<file path="src/source/mbus_pkg.sv">
package mbus_pkg;

	//********************
	// Message geometry
	//********************
	localparam int MBUS_ADDR_W = 8;
	localparam int MBUS_DATA_W = 32;
	// One frame carries the address followed by the data
	localparam int MBUS_FRAME_BITS = MBUS_ADDR_W + MBUS_DATA_W;
	// Bit counter width for one frame
	localparam int FRAME_CNT_W = $clog2(MBUS_FRAME_BITS);

	// Interrupt inputs and the address their messages go to
	localparam int IRQ_N = 4;
	localparam logic [MBUS_ADDR_W-1:0] IRQ_MSG_ADDR = 8'hF0;

	//********************
	// Host register map
	//********************
	localparam int AXI_ADDR_W = 4;
	localparam int AXI_DATA_W = 32;
	localparam logic [AXI_ADDR_W-1:0] REG_TX_ADDR = 4'h0;
	localparam logic [AXI_ADDR_W-1:0] REG_TX_DATA = 4'h4;
	localparam logic [AXI_ADDR_W-1:0] REG_CTRL = 4'h8;
	localparam logic [AXI_ADDR_W-1:0] REG_STATUS = 4'hC;
	localparam logic [1:0] AXI_RESP_OKAY = 2'b00;

	// Outgoing message, address sits in the upper bits
	typedef struct packed {
		logic [MBUS_ADDR_W-1:0] addr;
		logic [MBUS_DATA_W-1:0] data;
		logic                   prio;
	} tx_req_t;

	// Layer power controls, all active high
	typedef struct packed {
		logic sleep;
		logic clkenb;
		logic reset;
		logic isolate;
	} power_ctl_t;

	// AXI4-Lite master to slave
	typedef struct packed {
		logic                    awvalid;
		logic [AXI_ADDR_W-1:0]   awaddr;
		logic                    wvalid;
		logic [AXI_DATA_W-1:0]   wdata;
		logic [AXI_DATA_W/8-1:0] wstrb;
		logic                    bready;
		logic                    arvalid;
		logic [AXI_ADDR_W-1:0]   araddr;
		logic                    rready;
	} axil_req_t;

	// AXI4-Lite slave to master
	typedef struct packed {
		logic                  awready;
		logic                  wready;
		logic                  bvalid;
		logic [1:0]            bresp;
		logic                  arready;
		logic                  rvalid;
		logic [AXI_DATA_W-1:0] rdata;
		logic [1:0]            rresp;
	} axil_rsp_t;

endpackage
</file>
<file path="src/source/mbus_layer_top.sv">
`timescale 1ns/1ps

module mbus_layer_top import mbus_pkg::*; (
	input  logic             clk,
	input  logic             rst_n,
	input  logic             mbc_isolate,
	input  logic             sleep_req,
	input  logic             wakeup,
	input  logic [IRQ_N-1:0] irq,
	input  axil_req_t        axil_req,
	output axil_rsp_t        axil_rsp,
	output logic             mbus_frame,
	output logic             mbus_dout,
	output logic             lrc_sleepb,
	output logic             lrc_clken,
	output logic             lrc_resetb,
	output logic             lrc_isolate
);

	power_ctl_t power_uniso;
	power_ctl_t power;
	logic       reg_valid;
	tx_req_t    reg_req;
	logic       reg_sent;
	logic       irq_valid;
	tx_req_t    irq_req;
	logic       irq_sent;
	logic       tx_valid_uniso;
	tx_req_t    tx_req_uniso;
	logic       tx_valid;
	tx_req_t    tx_req;
	logic       tx_done;

	assign lrc_isolate = power.isolate;

	//********************
	// Power path
	//********************
	mbus_power_seq power_seq_i (
		.clk         (clk),
		.rst_n       (rst_n),
		.sleep_req   (sleep_req),
		.wakeup      (wakeup),
		.power_uniso (power_uniso)
	);

	mbus_isolation isolation_i (
		.mbc_isolate    (mbc_isolate),
		.power_uniso    (power_uniso),
		.tx_valid_uniso (tx_valid_uniso),
		.tx_req_uniso   (tx_req_uniso),
		.power          (power),
		.sleepb         (lrc_sleepb),
		.clken          (lrc_clken),
		.resetb         (lrc_resetb),
		.tx_valid       (tx_valid),
		.tx_req         (tx_req)
	);

	//********************
	// Requesters
	//********************
	mbus_layer_regs layer_regs_i (
		.clk          (clk),
		.rst_n        (rst_n),
		.layer_resetb (lrc_resetb),
		.axil_req     (axil_req),
		.axil_rsp     (axil_rsp),
		.req_valid    (reg_valid),
		.req          (reg_req),
		.sent         (reg_sent)
	);

	mbus_irq_msg irq_msg_i (
		.clk          (clk),
		.rst_n        (rst_n),
		.layer_resetb (lrc_resetb),
		.irq          (irq),
		.req_valid    (irq_valid),
		.req          (irq_req),
		.sent         (irq_sent)
	);

	//********************
	// Transmit path
	//********************
	mbus_tx_arbiter tx_arbiter_i (
		.clk            (clk),
		.rst_n          (rst_n),
		.reg_valid      (reg_valid),
		.reg_req        (reg_req),
		.reg_sent       (reg_sent),
		.irq_valid      (irq_valid),
		.irq_req        (irq_req),
		.irq_sent       (irq_sent),
		.tx_valid_uniso (tx_valid_uniso),
		.tx_req_uniso   (tx_req_uniso),
		.tx_done        (tx_done)
	);

	mbus_tx_serializer tx_serializer_i (
		.clk        (clk),
		.rst_n      (rst_n),
		.tx_valid   (tx_valid),
		.tx_req     (tx_req),
		.tx_done    (tx_done),
		.mbus_frame (mbus_frame),
		.mbus_dout  (mbus_dout)
	);

endmodule

</file>
<file path="src/source/mbus_tx_serializer.sv">
`timescale 1ns/1ps

module mbus_tx_serializer import mbus_pkg::*; (
	input  logic    clk,
	input  logic    rst_n,
	input  logic    tx_valid,
	input  tx_req_t tx_req,
	output logic    tx_done,
	output logic    mbus_frame,
	output logic    mbus_dout
);

	logic                       busy;
	logic                       done_q;
	logic                       accept;
	logic                       last_bit;
	logic [FRAME_CNT_W-1:0]     bit_cnt;
	logic [MBUS_FRAME_BITS-1:0] shift_q;

	//********************
	// Frame control
	//********************
	// Idle includes the done cycle
	assign accept   = tx_valid && !busy;
	assign last_bit = (bit_cnt == FRAME_CNT_W'(MBUS_FRAME_BITS - 1));

	always_ff @(posedge clk) begin
		if (!rst_n) begin
			busy    <= 1'b0;
			done_q  <= 1'b0;
			bit_cnt <= '0;
		end else begin
			done_q <= 1'b0;
			if (accept) begin
				busy    <= 1'b1;
				bit_cnt <= '0;
			end else if (busy) begin
				bit_cnt <= bit_cnt + 1'b1;
				// Done lands one cycle after the last bit
				if (last_bit) begin
					busy   <= 1'b0;
					done_q <= 1'b1;
				end
			end
		end
	end

	//********************
	// Shift register
	//********************
	// Address leads, MSB first
	always_ff @(posedge clk) begin
		if (accept) begin
			shift_q <= {tx_req.addr, tx_req.data};
		end else if (busy) begin
			shift_q <= {shift_q[MBUS_FRAME_BITS-2:0], 1'b0};
		end
	end

	assign mbus_frame = busy;
	// Line rests low between frames
	assign mbus_dout  = busy && shift_q[MBUS_FRAME_BITS-1];
	assign tx_done    = done_q;

endmodule

</file>
<file path="src/source/mbus_tx_arbiter.sv">
`timescale 1ns/1ps

module mbus_tx_arbiter import mbus_pkg::*; (
	input  logic    clk,
	input  logic    rst_n,
	input  logic    reg_valid,
	input  tx_req_t reg_req,
	output logic    reg_sent,
	input  logic    irq_valid,
	input  tx_req_t irq_req,
	output logic    irq_sent,
	output logic    tx_valid_uniso,
	output tx_req_t tx_req_uniso,
	input  logic    tx_done
);

	logic grant_active;
	// 1 selects the interrupt requester
	logic grant_irq;
	logic last_irq;
	logic pick_irq;
	logic sel_valid;

	//********************
	// Selection
	//********************
	// Priority bit first, then the one not served last
	always_comb begin
		if (irq_valid && reg_valid) begin
			if (irq_req.prio != reg_req.prio) begin
				pick_irq = irq_req.prio;
			end else begin
				pick_irq = !last_irq;
			end
		end else begin
			pick_irq = irq_valid;
		end
	end

	assign sel_valid = grant_irq ? irq_valid : reg_valid;

	// Serializer is busy for as long as a grant is held
	always_ff @(posedge clk) begin
		if (!rst_n) begin
			grant_active <= 1'b0;
			grant_irq    <= 1'b0;
			last_irq     <= 1'b0;
		end else if (!grant_active) begin
			if (irq_valid || reg_valid) begin
				grant_active <= 1'b1;
				grant_irq    <= pick_irq;
			end
		end else if (tx_done) begin
			grant_active <= 1'b0;
			last_irq     <= grant_irq;
		end else if (!sel_valid) begin
			// Requester wiped by layer reset
			grant_active <= 1'b0;
		end
	end

	//********************
	// Transmit side
	//********************
	// Dropped in the done cycle so the frame is not sent twice
	assign tx_valid_uniso = grant_active && sel_valid && !tx_done;
	assign tx_req_uniso   = grant_irq ? irq_req : reg_req;
	assign reg_sent       = grant_active && tx_done && !grant_irq;
	assign irq_sent       = grant_active && tx_done && grant_irq;

endmodule

</file>
<file path="src/source/mbus_irq_msg.sv">
`timescale 1ns/1ps

module mbus_irq_msg import mbus_pkg::*; (
	input  logic             clk,
	input  logic             rst_n,
	input  logic             layer_resetb,
	input  logic [IRQ_N-1:0] irq,
	output logic             req_valid,
	output tx_req_t          req,
	input  logic             sent
);

	logic [IRQ_N-1:0] irq_q;
	logic [IRQ_N-1:0] edges;
	logic [IRQ_N-1:0] pend;
	// Bits carried by the message in flight
	logic [IRQ_N-1:0] snap;
	logic             in_flight;

	//********************
	// Edge capture
	//********************
	assign edges = irq & ~irq_q;

	always_ff @(posedge clk) begin
		if (!rst_n) begin
			irq_q <= '0;
		end else begin
			irq_q <= irq;
		end
	end

	//********************
	// Message request
	//********************
	always_ff @(posedge clk) begin
		if (!rst_n || !layer_resetb) begin
			pend      <= '0;
			snap      <= '0;
			in_flight <= 1'b0;
		end else if (in_flight && sent) begin
			// Late edges survive the clear
			pend      <= (pend & ~snap) | edges;
			in_flight <= 1'b0;
		end else begin
			pend <= pend | edges;
			if (!in_flight && (pend != '0)) begin
				snap      <= pend;
				in_flight <= 1'b1;
			end
		end
	end

	assign req_valid = in_flight;
	// Interrupt messages never claim priority
	assign req = '{addr: IRQ_MSG_ADDR, data: MBUS_DATA_W'(snap), prio: 1'b0};

endmodule

</file>
<file path="src/source/mbus_layer_regs.sv">
`timescale 1ns/1ps

module mbus_layer_regs import mbus_pkg::*; (
	input  logic      clk,
	input  logic      rst_n,
	input  logic      layer_resetb,
	input  axil_req_t axil_req,
	output axil_rsp_t axil_rsp,
	output logic      req_valid,
	output tx_req_t   req,
	input  logic      sent
);

	// Write channel holding registers
	logic                    aw_full;
	logic [AXI_ADDR_W-1:0]   aw_addr;
	logic                    w_full;
	logic [AXI_DATA_W-1:0]   w_data;
	logic [AXI_DATA_W/8-1:0] w_strb;
	logic                    aw_hs;
	logic                    w_hs;
	logic                    wr_en;
	logic [AXI_ADDR_W-1:0]   wr_addr;
	logic [AXI_DATA_W-1:0]   wr_data;
	logic [AXI_DATA_W/8-1:0] wr_strb;
	logic [AXI_DATA_W-1:0]   wr_val;
	logic                    bvalid;
	// Read channel
	logic                    rvalid;
	logic [AXI_DATA_W-1:0]   rdata;
	// Message registers
	logic [MBUS_ADDR_W-1:0]  tx_addr;
	logic [MBUS_DATA_W-1:0]  tx_data;
	logic                    tx_prio;
	logic                    tx_pend;

	// Current contents of one register
	function automatic logic [AXI_DATA_W-1:0] reg_value(input logic [AXI_ADDR_W-1:0] addr);
		logic [AXI_DATA_W-1:0] val;
		val = '0;
		case (addr)
			REG_TX_ADDR: val[MBUS_ADDR_W-1:0] = tx_addr;
			REG_TX_DATA: val = tx_data;
			REG_CTRL:    val[0] = tx_prio;
			REG_STATUS:  val[0] = tx_pend;
			default:     val = '0;
		endcase
		return val;
	endfunction

	//********************
	// Write channel
	//********************
	assign aw_hs = axil_req.awvalid && axil_rsp.awready;
	assign w_hs  = axil_req.wvalid && axil_rsp.wready;
	// Address and data may arrive in either order
	assign wr_en   = (aw_full || aw_hs) && (w_full || w_hs);
	assign wr_addr = aw_full ? aw_addr : axil_req.awaddr;
	assign wr_data = w_full ? w_data : axil_req.wdata;
	assign wr_strb = w_full ? w_strb : axil_req.wstrb;

	// Byte lanes without strobe keep their old value
	always_comb begin
		wr_val = reg_value(wr_addr);
		for (int i = 0; i < AXI_DATA_W/8; i++) begin
			if (wr_strb[i]) begin
				wr_val[8*i +: 8] = wr_data[8*i +: 8];
			end
		end
	end

	always_ff @(posedge clk) begin
		if (!rst_n) begin
			aw_full <= 1'b0;
			w_full  <= 1'b0;
			bvalid  <= 1'b0;
			rvalid  <= 1'b0;
		end else begin
			if (aw_hs) begin
				aw_addr <= axil_req.awaddr;
			end
			if (w_hs) begin
				w_data <= axil_req.wdata;
				w_strb <= axil_req.wstrb;
			end
			// Response one cycle after both halves are in
			if (wr_en) begin
				aw_full <= 1'b0;
				w_full  <= 1'b0;
				bvalid  <= 1'b1;
			end else begin
				aw_full <= aw_full || aw_hs;
				w_full  <= w_full || w_hs;
				if (bvalid && axil_req.bready) begin
					bvalid <= 1'b0;
				end
			end
			//********************
			// Read channel
			//********************
			if (axil_req.arvalid && axil_rsp.arready) begin
				rvalid <= 1'b1;
				rdata  <= reg_value(axil_req.araddr);
			end else if (rvalid && axil_req.rready) begin
				rvalid <= 1'b0;
			end
		end
	end

	// One write and one read in flight at most
	always_comb begin
		axil_rsp         = '0;
		axil_rsp.awready = !aw_full && !bvalid;
		axil_rsp.wready  = !w_full && !bvalid;
		axil_rsp.bvalid  = bvalid;
		axil_rsp.bresp   = AXI_RESP_OKAY;
		axil_rsp.arready = !rvalid;
		axil_rsp.rvalid  = rvalid;
		axil_rsp.rdata   = rdata;
		axil_rsp.rresp   = AXI_RESP_OKAY;
	end

	//********************
	// Message registers
	//********************
	// Layer reset wipes any queued host message
	always_ff @(posedge clk) begin
		if (!rst_n || !layer_resetb) begin
			tx_addr <= '0;
			tx_data <= '0;
			tx_prio <= 1'b0;
			tx_pend <= 1'b0;
		end else begin
			if (sent) begin
				tx_pend <= 1'b0;
			end
			if (wr_en) begin
				case (wr_addr)
					REG_TX_ADDR: tx_addr <= wr_val[MBUS_ADDR_W-1:0];
					REG_CTRL:    tx_prio <= wr_val[0];
					// Data write launches the message
					REG_TX_DATA: begin
						tx_data <= wr_val;
						tx_pend <= 1'b1;
					end
					default: ;
				endcase
			end
		end
	end

	assign req_valid = tx_pend;
	assign req       = '{addr: tx_addr, data: tx_data, prio: tx_prio};

endmodule

</file>
<file path="src/source/mbus_isolation.sv">
`timescale 1ns/1ps

module mbus_isolation import mbus_pkg::*; (
	input  logic       mbc_isolate,
	input  power_ctl_t power_uniso,
	input  logic       tx_valid_uniso,
	input  tx_req_t    tx_req_uniso,
	output power_ctl_t power,
	output logic       sleepb,
	output logic       clken,
	output logic       resetb,
	output logic       tx_valid,
	output tx_req_t    tx_req
);

	//********************
	// Controller isolation
	//********************
	// An isolated controller leaves the layer in its safe state
	always_comb begin
		if (mbc_isolate) begin
			power.sleep   = 1'b1;
			power.clkenb  = 1'b1;
			power.reset   = 1'b1;
			power.isolate = 1'b1;
		end else begin
			power = power_uniso;
		end
	end

	// Active low copies for the layer
	assign sleepb = ~power.sleep;
	assign clken  = ~power.clkenb;
	// Also serves as the layer reset
	assign resetb = ~power.reset;

	//********************
	// Layer isolation
	//********************
	// Requests are held off, requesters keep them pending
	always_comb begin
		if (power.isolate) begin
			tx_valid = 1'b0;
			tx_req   = '0;
		end else begin
			tx_valid = tx_valid_uniso;
			tx_req   = tx_req_uniso;
		end
	end

endmodule

</file>
<file path="src/source/mbus_power_seq.sv">
`timescale 1ns/1ps

module mbus_power_seq import mbus_pkg::*; (
	input  logic       clk,
	input  logic       rst_n,
	input  logic       sleep_req,
	input  logic       wakeup,
	output power_ctl_t power_uniso
);

	// Four steps down, asleep, four steps back up
	typedef enum logic [3:0] {
		ST_AWAKE,
		ST_SLP_ISO,
		ST_SLP_RST,
		ST_SLP_CLK,
		ST_SLP_SLEEP,
		ST_ASLEEP,
		ST_WAK_SLEEP,
		ST_WAK_CLK,
		ST_WAK_RST,
		ST_WAK_ISO
	} state_t;

	state_t state;
	state_t state_nxt;

	//********************
	// Sequencing
	//********************
	always_comb begin
		state_nxt = state;
		case (state)
			// Only the two rest states listen to requests
			ST_AWAKE: begin
				if (sleep_req) begin
					state_nxt = ST_SLP_ISO;
				end
			end
			ST_SLP_ISO:   state_nxt = ST_SLP_RST;
			ST_SLP_RST:   state_nxt = ST_SLP_CLK;
			ST_SLP_CLK:   state_nxt = ST_SLP_SLEEP;
			ST_SLP_SLEEP: state_nxt = ST_ASLEEP;
			ST_ASLEEP: begin
				if (wakeup) begin
					state_nxt = ST_WAK_SLEEP;
				end
			end
			ST_WAK_SLEEP: state_nxt = ST_WAK_CLK;
			ST_WAK_CLK:   state_nxt = ST_WAK_RST;
			ST_WAK_RST:   state_nxt = ST_WAK_ISO;
			default:      state_nxt = ST_AWAKE;
		endcase
	end

	always_ff @(posedge clk) begin
		if (!rst_n) begin
			state <= ST_AWAKE;
		end else begin
			state <= state_nxt;
		end
	end

	//********************
	// Control decode
	//********************
	// Isolate first and last, sleep innermost
	always_comb begin
		power_uniso = '0;
		case (state)
			ST_SLP_ISO:   power_uniso = '{sleep: 1'b0, clkenb: 1'b0, reset: 1'b0, isolate: 1'b1};
			ST_SLP_RST:   power_uniso = '{sleep: 1'b0, clkenb: 1'b0, reset: 1'b1, isolate: 1'b1};
			ST_SLP_CLK:   power_uniso = '{sleep: 1'b0, clkenb: 1'b1, reset: 1'b1, isolate: 1'b1};
			ST_SLP_SLEEP: power_uniso = '1;
			ST_ASLEEP:    power_uniso = '1;
			// Wake releases sleep first
			ST_WAK_SLEEP: power_uniso = '{sleep: 1'b0, clkenb: 1'b1, reset: 1'b1, isolate: 1'b1};
			ST_WAK_CLK:   power_uniso = '{sleep: 1'b0, clkenb: 1'b0, reset: 1'b1, isolate: 1'b1};
			ST_WAK_RST:   power_uniso = '{sleep: 1'b0, clkenb: 1'b0, reset: 1'b0, isolate: 1'b1};
			default:      power_uniso = '0;
		endcase
	end

endmodule

</file>
<file path="config.mk">
export PLATFORM = sky130hd
export DESIGN_NAME = mbus_layer_top
export DESIGN_NICKNAME = d
export VERILOG_FILES = /design/src/source/mbus_pkg.sv /design/src/source/mbus_layer_top.sv /design/src/source/mbus_tx_serializer.sv /design/src/source/mbus_tx_arbiter.sv /design/src/source/mbus_irq_msg.sv /design/src/source/mbus_layer_regs.sv /design/src/source/mbus_isolation.sv /design/src/source/mbus_power_seq.sv
export SDC_FILE = /design/constraint.sdc
export NUM_CORES = 1
export LEC_CHECK = 0
export BUFFER_PORTS_ARGS = -buffer_cell sky130_fd_sc_hd__buf_2
export CAP_MARGIN = 30
export CORE_MARGIN = 3
export CORE_UTILIZATION = 46
export DETAILED_ROUTE_END_ITERATION = 16
export GPL_ROUTABILITY_DRIVEN = 0
export PLACE_DENSITY = 0.79
export SLEW_MARGIN = 20
export SYNTH_ARGS = -nofsm -noshare
export SYNTH_HDL_FRONTEND = slang
export SYNTH_SLANG_ARGS = --single-unit
export TNS_END_PERCENT = 100
</file>
<file path="constraint.sdc">
create_clock -name clk -period 3.9 [get_ports clk]
set_input_delay 0.195 -clock clk [delete_from_list [all_inputs] [get_ports clk]]
set_output_delay 0.195 -clock clk [all_outputs]
set_load 0.02 [all_outputs]
</file>
Word-level counts from Yosys, hierarchy flattened
Memory sizes are Yosys's and may differ from the RTL's. A register that Yosys moved wholly into a read port is not among the register bits.
Cells that the tools add are included.

storage, ports and cells
  register bits = 186
  memories = 1
  bits in read-only memories = 64
  word-level logic and storage cells = 153
  output and inout port bits = 47

memories
  memory            depth  width  read ports  clocked after Yosys merged registers in  wr ports  line                  source
  (name not given)  16     4      1           1                                        0         mbus_power_seq.sv:70  case (state)

operators by class
  bitwise gates (word level) = 13
  reduce and logical (&&, ||, !) cells = 56
  eq/ne operators = 16
  $add $sub $neg = 1
  mux-type cells = 38

operators with widths
  kind                                                  count
  2-to-1 mux 41 bit                                     2
  2-to-1 mux 40 bit                                     2
  case mux 4 bit (9 select lines)                       1
  2-to-1 mux 32 bit                                     1
  2-to-1 mux 4 bit                                      8
  case mux 7 bit (2 select lines)                       2
  equality test 4 x 3 -> 1 bit (second input constant)  6
  AND reduction 2 bit                                   10
  2-to-1 mux 1 bit                                      19
  logical AND 1 bit                                     18
  equality test 4 bit (second input constant)           4
  logical NOT 4 bit                                     3
  logical NOT 1 bit                                     10
  AND reduction 3 bit                                   3
  AND 4 bit                                             2
  equality test 4 x 2 -> 1 bit (second input constant)  2
  2-to-1 mux 8 bit                                      1
  NOT 4 bit                                             2
  bitwise OR 4 bit                                      2
  NOT 1 bit                                             7
  adder 6 x 1 -> 6 bit (second input constant)          1
  equality test 6 bit (second input constant)           1
  nonzero test 2 bit                                    3
  OR reduction 2 bit                                    3
  7 further kinds                                       11

Logic depth before layout (Yosys ltp)
Gate-level depths: netlist of the first run.

  word-level depth = 6
  depth in mapped cells = 7
  mapped depth without buffers = 4

Modules after synthesis
A second synthesis of the first run with hierarchy kept.

second synthesis, totals
  cells, all modules = 785
  area total of the unflattened synthesis = 9,618.0 µm²

modules (own cells, without submodules)
  module              seq. area each (µm²)  area an instance (µm²)  times used  cells an instance
  mbus_layer_regs     3,083.0               5,099.9                 1           408
  mbus_tx_serializer  1,361.3               2,195.9                 1           121
  mbus_irq_msg        260.2                 812.0                   1           93
  mbus_tx_arbiter     60.1                  684.4                   1           66
  mbus_isolation      0.0                   479.2                   1           59
  mbus_power_seq      160.2                 346.6                   1           38

Worst setup path before layout of the first run
Ideal clock, no wire load.

  path kind = reg2reg
  start = reg power_seq_i.power_uniso[0] (netlist name)
  end = reg tx_serializer_i.shift_q[0], enable pin
  setup slack = -0.476 ns
  path buffers = 1
  data arrival time = 3.876 ns
  clock period less this slack = 4.376 ns
  library setup time = 0.500 ns
  cell stages (with the launch flop) = 4
  data required time = 3.400 ns
  cell sequence = dfxtp_1 > or2_2 > clkbuf_1 > o31ai_1

between the ends
  word-level cells in the longest chain between the ends = 4

ends and longest elaborated chain
  item                          line                      source
  2-to-1 mux 4 bit              mbus_isolation.sv:21      if (mbc_isolate) begin
  via lrc_isolate               mbus_layer_top.sv:17      output logic lrc_isolate
  2-to-1 mux 1 bit              mbus_isolation.sv:42      if (power.isolate) begin
  logical AND 1 bit             mbus_tx_serializer.sv:24  assign accept = tx_valid && !busy;
  nonzero test 2 bit (no line)  -
  end signal, assigned          mbus_tx_serializer.sv:54  shift_q <= {tx_req.addr, tx_req.data};
  end signal, assigned          mbus_tx_serializer.sv:56  shift_q <= {shift_q[MBUS_FRAME_BITS-2:0], 1'b0};
  end, declared                 mbus_tx_serializer.sv:18  logic [MBUS_FRAME_BITS-1:0] shift_q;

The timed path passes the listed nets, and every way through them passes these cells.
A chain may end at the register's enable or synchronous reset.

Worst setup path after layout of the first run
  start = reg layer_regs_i.aw_full
  end = reg layer_regs_i.tx_data[12]

between the ends
  word-level cells in the longest chain between the ends = 6
  elaborated cells on any way between the ends = 8

ends and longest elaborated chain
  item                             line                    source
  start, declared                  mbus_layer_regs.sv:15   logic aw_full;
  start signal, assigned           mbus_layer_regs.sv:92   aw_full <= aw_full || aw_hs;
  logical NOT 1 bit                mbus_layer_regs.sv:113  axil_rsp.awready = !aw_full && !bvalid;
  logical AND 1 bit                mbus_layer_regs.sv:113
  logical AND 1 bit                mbus_layer_regs.sv:54   assign aw_hs = axil_req.awvalid && axil_rsp.awready;
  logical OR 1 bit                 mbus_layer_regs.sv:57   assign wr_en = (aw_full || aw_hs) && (w_full || w_hs);
  logical AND 1 bit                mbus_layer_regs.sv:57
  AND reduction 3 bit (no line) *  -
  end signal, assigned             mbus_layer_regs.sv:143  tx_data <= wr_val;
  end, declared                    mbus_layer_regs.sv:33   logic [MBUS_DATA_W-1:0] tx_data;

Every way passes the cells marked *; elsewhere a longest branch is shown, timed or not.

==> results of run 1 <==
cells in the mapped netlist (3+ instances only):
master    instances  area [um2]
nand3_1           5        25.0
buf_1             4        15.0
buf_4             8        60.1
a211oi_1         15         113
xnor2_1           3        26.3
nor3_1            3        15.0
a221oi_1         24         210
a22o_1            7        61.3
nor2_1           47         176
and2_1           32         200
nand2_1          21        78.8
nor4b_1           3        26.3
buf_2             7        35.0
edfxtp_1        112        3360
clkbuf_1         24        90.1
nor2b_1           9        56.3
o21ai_0          34         170
o22ai_1          27         169
inv_1            59         221
and3_1            3        18.8
dfxtp_1          78        1560
xor2_1            6        52.6
mux2i_1          18         180
mux2_2            8        90.1
nand2b_1         11        68.8
a21oi_1          42         210
nand3b_1         35         263
metal layers:
layer  global-route usage  up-vias  share of wire
met5                    0        -              0
met4               0.0670        0          0.019
met3               0.0416       28          0.060
met2                0.284      182           0.47
met1                0.265     2702           0.45
li1                     -     2775              -
cells by family after synthesis:
family / count (synthesis) / synth area share
other cells: 1 / 0.000470
flops: 190 / 0.617
xor+xnor: 9 / 0.00988
buf+inv: 103 / 0.0543
compound gates: 172 / 0.142
simple gates: 188 / 0.138
fa+ha+maj: 1 / 0.00157
mux: 27 / 0.0367
registers in the layout, summed over array words and instances, names as in the netlist, 6 cells and up:
register / count
layer_regs_i.tx_data: 32
tx_serializer_i.shift_q: 40
layer_regs_i.w_data: 32
layer_regs_i.rdata: 32
layer_regs_i.tx_addr: 8
tx_serializer_i.bit_cnt: 6
worst max-delay path: stages, from the launching register on:
cell      delay [ns]
dfxtp_1         0.64
or3b_1          0.45
a221oi_2        0.73
nand3_1         0.45
a221oi_1        0.42
what timing repair did:
| item | 4_1_cts | 5_1_grt |
|---|---|---|
| buffers inserted | 0 | 0 |
| endpoints found under the hold margin | 43 | 0 |
| hold buffers | 43 | 0 |
report_power, final:
group,switching (mW),internal [mW]
sequential,0.0361,2.18
combinational,0.223,0.152
clock,0.718,1.04
how the worst min path moves through the flow:
stage,endpoint,from,cells past startpoint
final,power_seq_i.power_uniso[0],sleep_req,3
after floorplan,layer_regs_i.aw_addr[0],axil_req[44],0
after global placement,layer_regs_i.w_data[30],axil_req[41],1
after CTS,power_seq_i.power_uniso[0],sleep_req,3
after detailed placement,layer_regs_i.w_data[6],axil_req[17],1
after global routing,power_seq_i.power_uniso[0],sleep_req,3
area by class of cell:
type,count,share of cell area
clock inverter,8,0.00735
clock buffer,24,0.0557
sequential,190,0.507
inverter,59,0.0228
tap,220,0.0284
multi-input combinational,401,0.274
timing repair buffer,154,0.104
==> flow_summary_export.csv, run 1 <==
group,metric,value,unit
global_routing,track_usage,0.187,
synth,synthDistinctLibCells,61,
sta,slew_headroom,0.372,
clock_tree,cts_resized,0,
route,drc,0,
sta,rsz0062_at_grt,"no",
cells_and_area,antennaDiodeCount,0,
critical_path,path_class,"flip-flop to flip-flop",
place,dpl_cell_area,0.00866,mm2
job,drv_cap,0,
cells_and_area,syn_to_final_growth,21.6,%
run_status,outcome,"completed",
sta,fin_ws,1.09,ns
cells_and_area,drive_gt1_frac,0.195,
critical_path,cp.arrival,3.13,ns
power,irDropWorstVdd,315,uV
critical_path,crit_end,"layer_regs_i.tx_data[12]",
clock_tree,numCtsBuffers,17,
synth,synthFlopType,"edfxtp_1",
clock_tree,h-tree-depth,4,
die,rows,47,
place,port_buffers,100,
route,vias,5687,
place,pre_cts_slack,1.21,ns
clock_tree,clockBufferDepth,2,
clock_tree,cts_tree,"done",
critical_path,r2r_start,"layer_regs_i.aw_full",
cells_and_area,postLayoutCoreUtil,0.579,
sta,finalCritPeriodShare,0.719,
global_routing,grt_pass1_wl,27.5,mm
cells_and_area,regArea,0.00492,mm2
global_routing,grt_max_degree,79,
global_routing,antenna_found_initial,0,
global_routing,grt_pass1_vias,5293,
critical_path,rr_worst_depth,4,
clock_tree,cts.clk_slew.worst_paths,0.06,ns
route,wirelength,17.3,mm
die,fp.dieH,138,um
route,drt_iter0_markers,464,
critical_path,r2r-end,"layer_regs_i.tx_data[12]",
synth,async_flop_share,0,
sta,slew_viol_final,0,
sta,post-route-min-period,2.81,ns
clock_tree,clock_latency,0.43,ns
sta,setup_violations,0,
critical_path,startpoint,"layer_regs_i.aw_full",
place,dp.cells,981,
sta,hold_slack,0.0279,ns
synth,ys_seq_elements,190,
cells_and_area,final_common_cell,"edfxtp_1",
sta,fmax,356,MHz
sta,tightest_slew,0.939,ns
critical_path,path_max_fanout,17,
route,drtPass1Iterations,5,
power,power.density,448,mW/mm2
cells_and_area,multi_input_area,0.00266,mm2
die,initial_core_util,0.476,
power,p_leak,3.47,nW
die,core-area,0.0168,mm2
critical_path,required,4.23,ns
sta,hold_violations,0,
die,dieArea,0.0190,mm2
place,place_hpwl,11.3,mm
cells_and_area,finalNonFillerCells,1056,
cells_and_area,num-nets-final,882,
worst_hold_path,min_path_type,"input pin to flip-flop",
cells_and_area,n_fill_cell,1348,
synth,synthCells,691,
global_routing,gr-total-overflow,0,
synth,yosysSeqAreaShare,0.617,
synth,synth-edff-count,112,
cells_and_area,final_cell_mix,"edfxtp_1, buf_2, dfxtp_1",
critical_path,cp-end-kind,"flip-flop",
synth,syn_area_per_cell,11.5,um2
route,wl_per_cell,16.3,um
clock_tree,cts_sinks,190,
clock_tree,cts-root-buf,"clkbuf_16",
critical_path,rrSetupSlack,1.09,ns
route,ant_nets,0,
sta,fin_setup_tns,0,ns
route,vias_per_cell,5.39,
die,io_pins,105,
synth,ys_warn_count,0,
synth,netlist_area,0.00798,mm2
cells_and_area,finalInstanceArea,0.00971,mm2
sta,skew,0.0134,ns
die,die_w,138,um
critical_path,start_kind,"flip-flop",
power,finalPower,4.34,mW
Note: power is estimated with default switching activity, not from simulation.
==> run 2: changes to the inputs <==
--- a/config.mk
+++ b/config.mk
@@ -5,13 +5,14 @@
 export SDC_FILE = /design/constraint.sdc
 export NUM_CORES = 1
 export LEC_CHECK = 0
+export ABC_AREA = 1
 export BUFFER_PORTS_ARGS = -buffer_cell sky130_fd_sc_hd__buf_2
 export CAP_MARGIN = 30
 export CORE_MARGIN = 3
 export CORE_UTILIZATION = 46
 export DETAILED_ROUTE_END_ITERATION = 16
 export GPL_ROUTABILITY_DRIVEN = 0
-export PLACE_DENSITY = 0.79
+export PLACE_DENSITY = 0.8
 export SLEW_MARGIN = 20
 export SYNTH_ARGS = -nofsm -noshare
 export SYNTH_HDL_FRONTEND = slang
==> constraint.sdc (replaced) <==
create_clock -name clk -period 2.2 [get_ports clk]
set_input_delay 0.11 -clock clk [delete_from_list [all_inputs] [get_ports clk]]
set_output_delay 0.11 -clock clk [all_outputs]
set_load 0.02 [all_outputs]
==> run 2 against run 1 <==
- critical path depth rose by 2
- via count rose by 2.3%
- clock power rose by 60%
- area after synthesis fell by 2.0%
==> flow_summary_export.csv, run 2 <==
group,metric,value,unit
synth,netlist_area,0.00782,mm2
die,die_w,136,um
clock_tree,clockBufferDepth,2,
die,dieArea,0.0186,mm2
route,drc,0,
cells_and_area,syn_to_final_growth,22.0,%
sta,fmax,522,MHz
global_routing,track_usage,0.181,
cells_and_area,finalNonFillerCells,1183,
synth,synth_common_cells,"nand2_1, edfxtp_1, inv_1",
clock_tree,cts_sinks,190,
sta,post-route-min-period,1.92,ns
global_routing,grt_pass1_wl,26.6,mm
power,finalPower,7.44,mW
clock_tree,post-cts-setup-buffers,0,
clock_tree,cts-root-buf,"clkbuf_16",
sta,slew_viol_final,0,
critical_path,cpLargestDelayFamily,"simple AND/OR/NAND/NOR gates",
route,wirelength,16.3,mm
critical_path,r2r_start,"layer_regs_i.bvalid",
critical_path,startpoint,"layer_regs_i.bvalid",
synth,synthTopCellsByArea,"edfxtp_1, dfxtp_1, nand2_1, o21ai_0, inv_1",
critical_path,path_buf_inv,0,
sta,fin_ws,0.284,ns
clock_tree,h-tree-depth,4,
critical_path,path_max_fanout,16,
cells_and_area,final_common_cell,"nand2_1",
clock_tree,numCtsBuffers,17,
cells_and_area,multi_input_area,0.00237,mm2
place,place_hpwl,11.0,mm
clock_tree,cts.clk_slew.worst_paths,0.07,ns
cells_and_area,drive_gt1_frac,0.165,
place,pre_cts_slack,0.157,ns
global_routing,antenna_found_initial,0,
cells_and_area,largest_reg_flops,40,
synth,synthCells,807,
synth,ys_warn_count,0,
critical_path,r2r-end,"layer_regs_i.tx_data[8]",
cells_and_area,regArea,0.00493,mm2
worst_hold_path,hold_path.startpoint,"axil_req[4]",
synth,yosysMostFrequentCell,"nand2_1",
clock_tree,clock_latency,0.43,ns
power,irDropWorstVdd,401,uV
route,vias_per_cell,4.92,
power,power.density,780,mW/mm2
route,ant_nets,0,
route,vias,5819,
critical_path,rrSetupSlack,0.28,ns
sta,rsz0062_at_grt,"no",
route,drt_iter0_markers,517,
synth,syn_area_per_cell,9.69,um2
die,fp.dieH,136,um
cells_and_area,final_cell_mix,"nand2_1, edfxtp_1, buf_2",
cells_and_area,postLayoutCoreUtil,0.575,
global_routing,gr-total-overflow,0,
synth,synthDistinctLibCells,37,
cells_and_area,n_fill_cell,1418,
worst_hold_path,holdPathEnd,"layer_regs_i.rdata[0]",
sta,skew,0.00894,ns
die,core-area,0.0166,mm2
place,dp.cells,1105,
synth,yosysSeqAreaShare,0.630,
critical_path,cp_slowest_stage_delay,0.40,ns
sta,fin_setup_tns,0,ns
critical_path,cp-end-kind,"flip-flop",
run_status,outcome,"completed",
global_routing,grt_pass1_vias,5459,
synth,synth_top_area_cell,"edfxtp_1",
worst_hold_path,whs_path_depth,3,
cells_and_area,antennaDiodeCount,0,
critical_path,cp_num_cells,6,
die,io_pins,105,
cells_and_area,finalInstanceArea,0.00954,mm2
critical_path,path_cells,"o21ai_0 > nand2_2 > nor2_4 > nand2_2 > o21ai_0 > a21oi_1",
clock_tree,cts_tree,"done",
critical_path,start_kind,"flip-flop",
cells_and_area,num-nets-final,1010,
global_routing,grt_max_degree,71,
sta,setup_violations,0,
synth,ys_seq_elements,190,
route,drtPass1Iterations,5,
place,port_buffers,100,
critical_path,cpMaxStageDelayCell,"dfxtp_1",
sta,slew_headroom,0.483,
die,rows,47,
critical_path,path_class,"flip-flop to flip-flop",
sta,finalCritPeriodShare,0.871,
critical_path,cp.arrival,2.23,ns
sta,hold_violations,0,
place,dpl_cell_area,0.00853,mm2
job,drv_cap,0,
synth,synthFlopType,"edfxtp_1",
power,p_leak,3.82,nW
critical_path,required,2.51,ns
route,wl_per_cell,13.7,um
sta,tightest_slew,0.769,ns
worst_hold_path,min_path_type,"input pin to flip-flop",
cells_and_area,regMostFlops,"tx_serializer_i.shift_q",
sta,hold_slack,0.0991,ns
critical_path,rr_worst_depth,6,
synth,async_flop_share,0,
die,initial_core_util,0.471,
synth,netlist.area_leader.share,0.430,
synth,synth-edff-count,112,
run 2: cell count changes after synthesis, moves of 19 or more:
cell / change
a221oi_1: -24
and2_1: -32
inv_1: +30
nand2_1: +159
nand3_1: +24
nand3b_1: -35
o21ai_0: +39
o22ai_1: -19
o31ai_1: +29
run 2: where the power goes:
part	internal [mW]	switching, mW	total (mW)	leakage [nW]
combinational	0.254	0.465	0.719	1.89
sequential	3.86	0.0456	3.91	1.68
clock	1.55	1.26	2.81	0.252
run 2: logic make-up after synthesis:
kind of cell               Yosys count  share of synthesized area
AOI/OAI and AO/OA                  184                      0.132
xor gates and xnor gates             4                    0.00448
adders and majority gates            1                    0.00160
buffers and inverters              131                     0.0712
DFF                                190                      0.630
other                                1                   0.000480
and+or+nand+nor                    296                      0.160
run 2: cell type report:
cell class                 instances  share of cell area
sequential                       190               0.516
multi-input combinational        489               0.248
timing repair buffer             162               0.115
clock buffer                      20              0.0458
inverter                          91              0.0358
tap                              220              0.0289
clock inverter                    11             0.00984
run 2: worst max path at each step:
stage | to | slack (ns)
2_1_floorplan | layer_regs_i.w_data[0] | -0.01
3_3_place_gp | layer_regs_i.tx_data[13] | 0.26
3_5_place_dp | layer_regs_i.tx_data[8] | 0.16
4_1_cts | layer_regs_i.tx_data[8] | 0.14
5_1_grt | layer_regs_i.tx_data[9] | 0.05
6_report | layer_regs_i.tx_data[8] | 0.28
run 2: worst register-to-register path, cell delays in order, from the launching register on:
cell and delay (ns):
dfxtp_1 0.40, o21ai_0 0.31, nand2_2 0.20, nor2_4 0.37, nand2_2 0.25, o21ai_0 0.23, a21oi_1 0.06
run 2: timing repair:
item / in CTS / in global routing
setup endpoints to repair: 0 / 8
resized for setup: 0 / 1
hold endpoints to repair: 50 / 0
hold buffers: 47 / 0
run 2: layer usage:
| layer | vias up | GRT usage | share of wire |
|---|---|---|---|
| li1 | 2994 | - | - |
| met1 | 2673 | 0.252 | 0.48 |
| met4 | 0 | 0.0722 | 0.017 |
| met5 | - | 0 | 0 |
| met2 | 131 | 0.279 | 0.46 |
| met3 | 21 | 0.0377 | 0.042 |
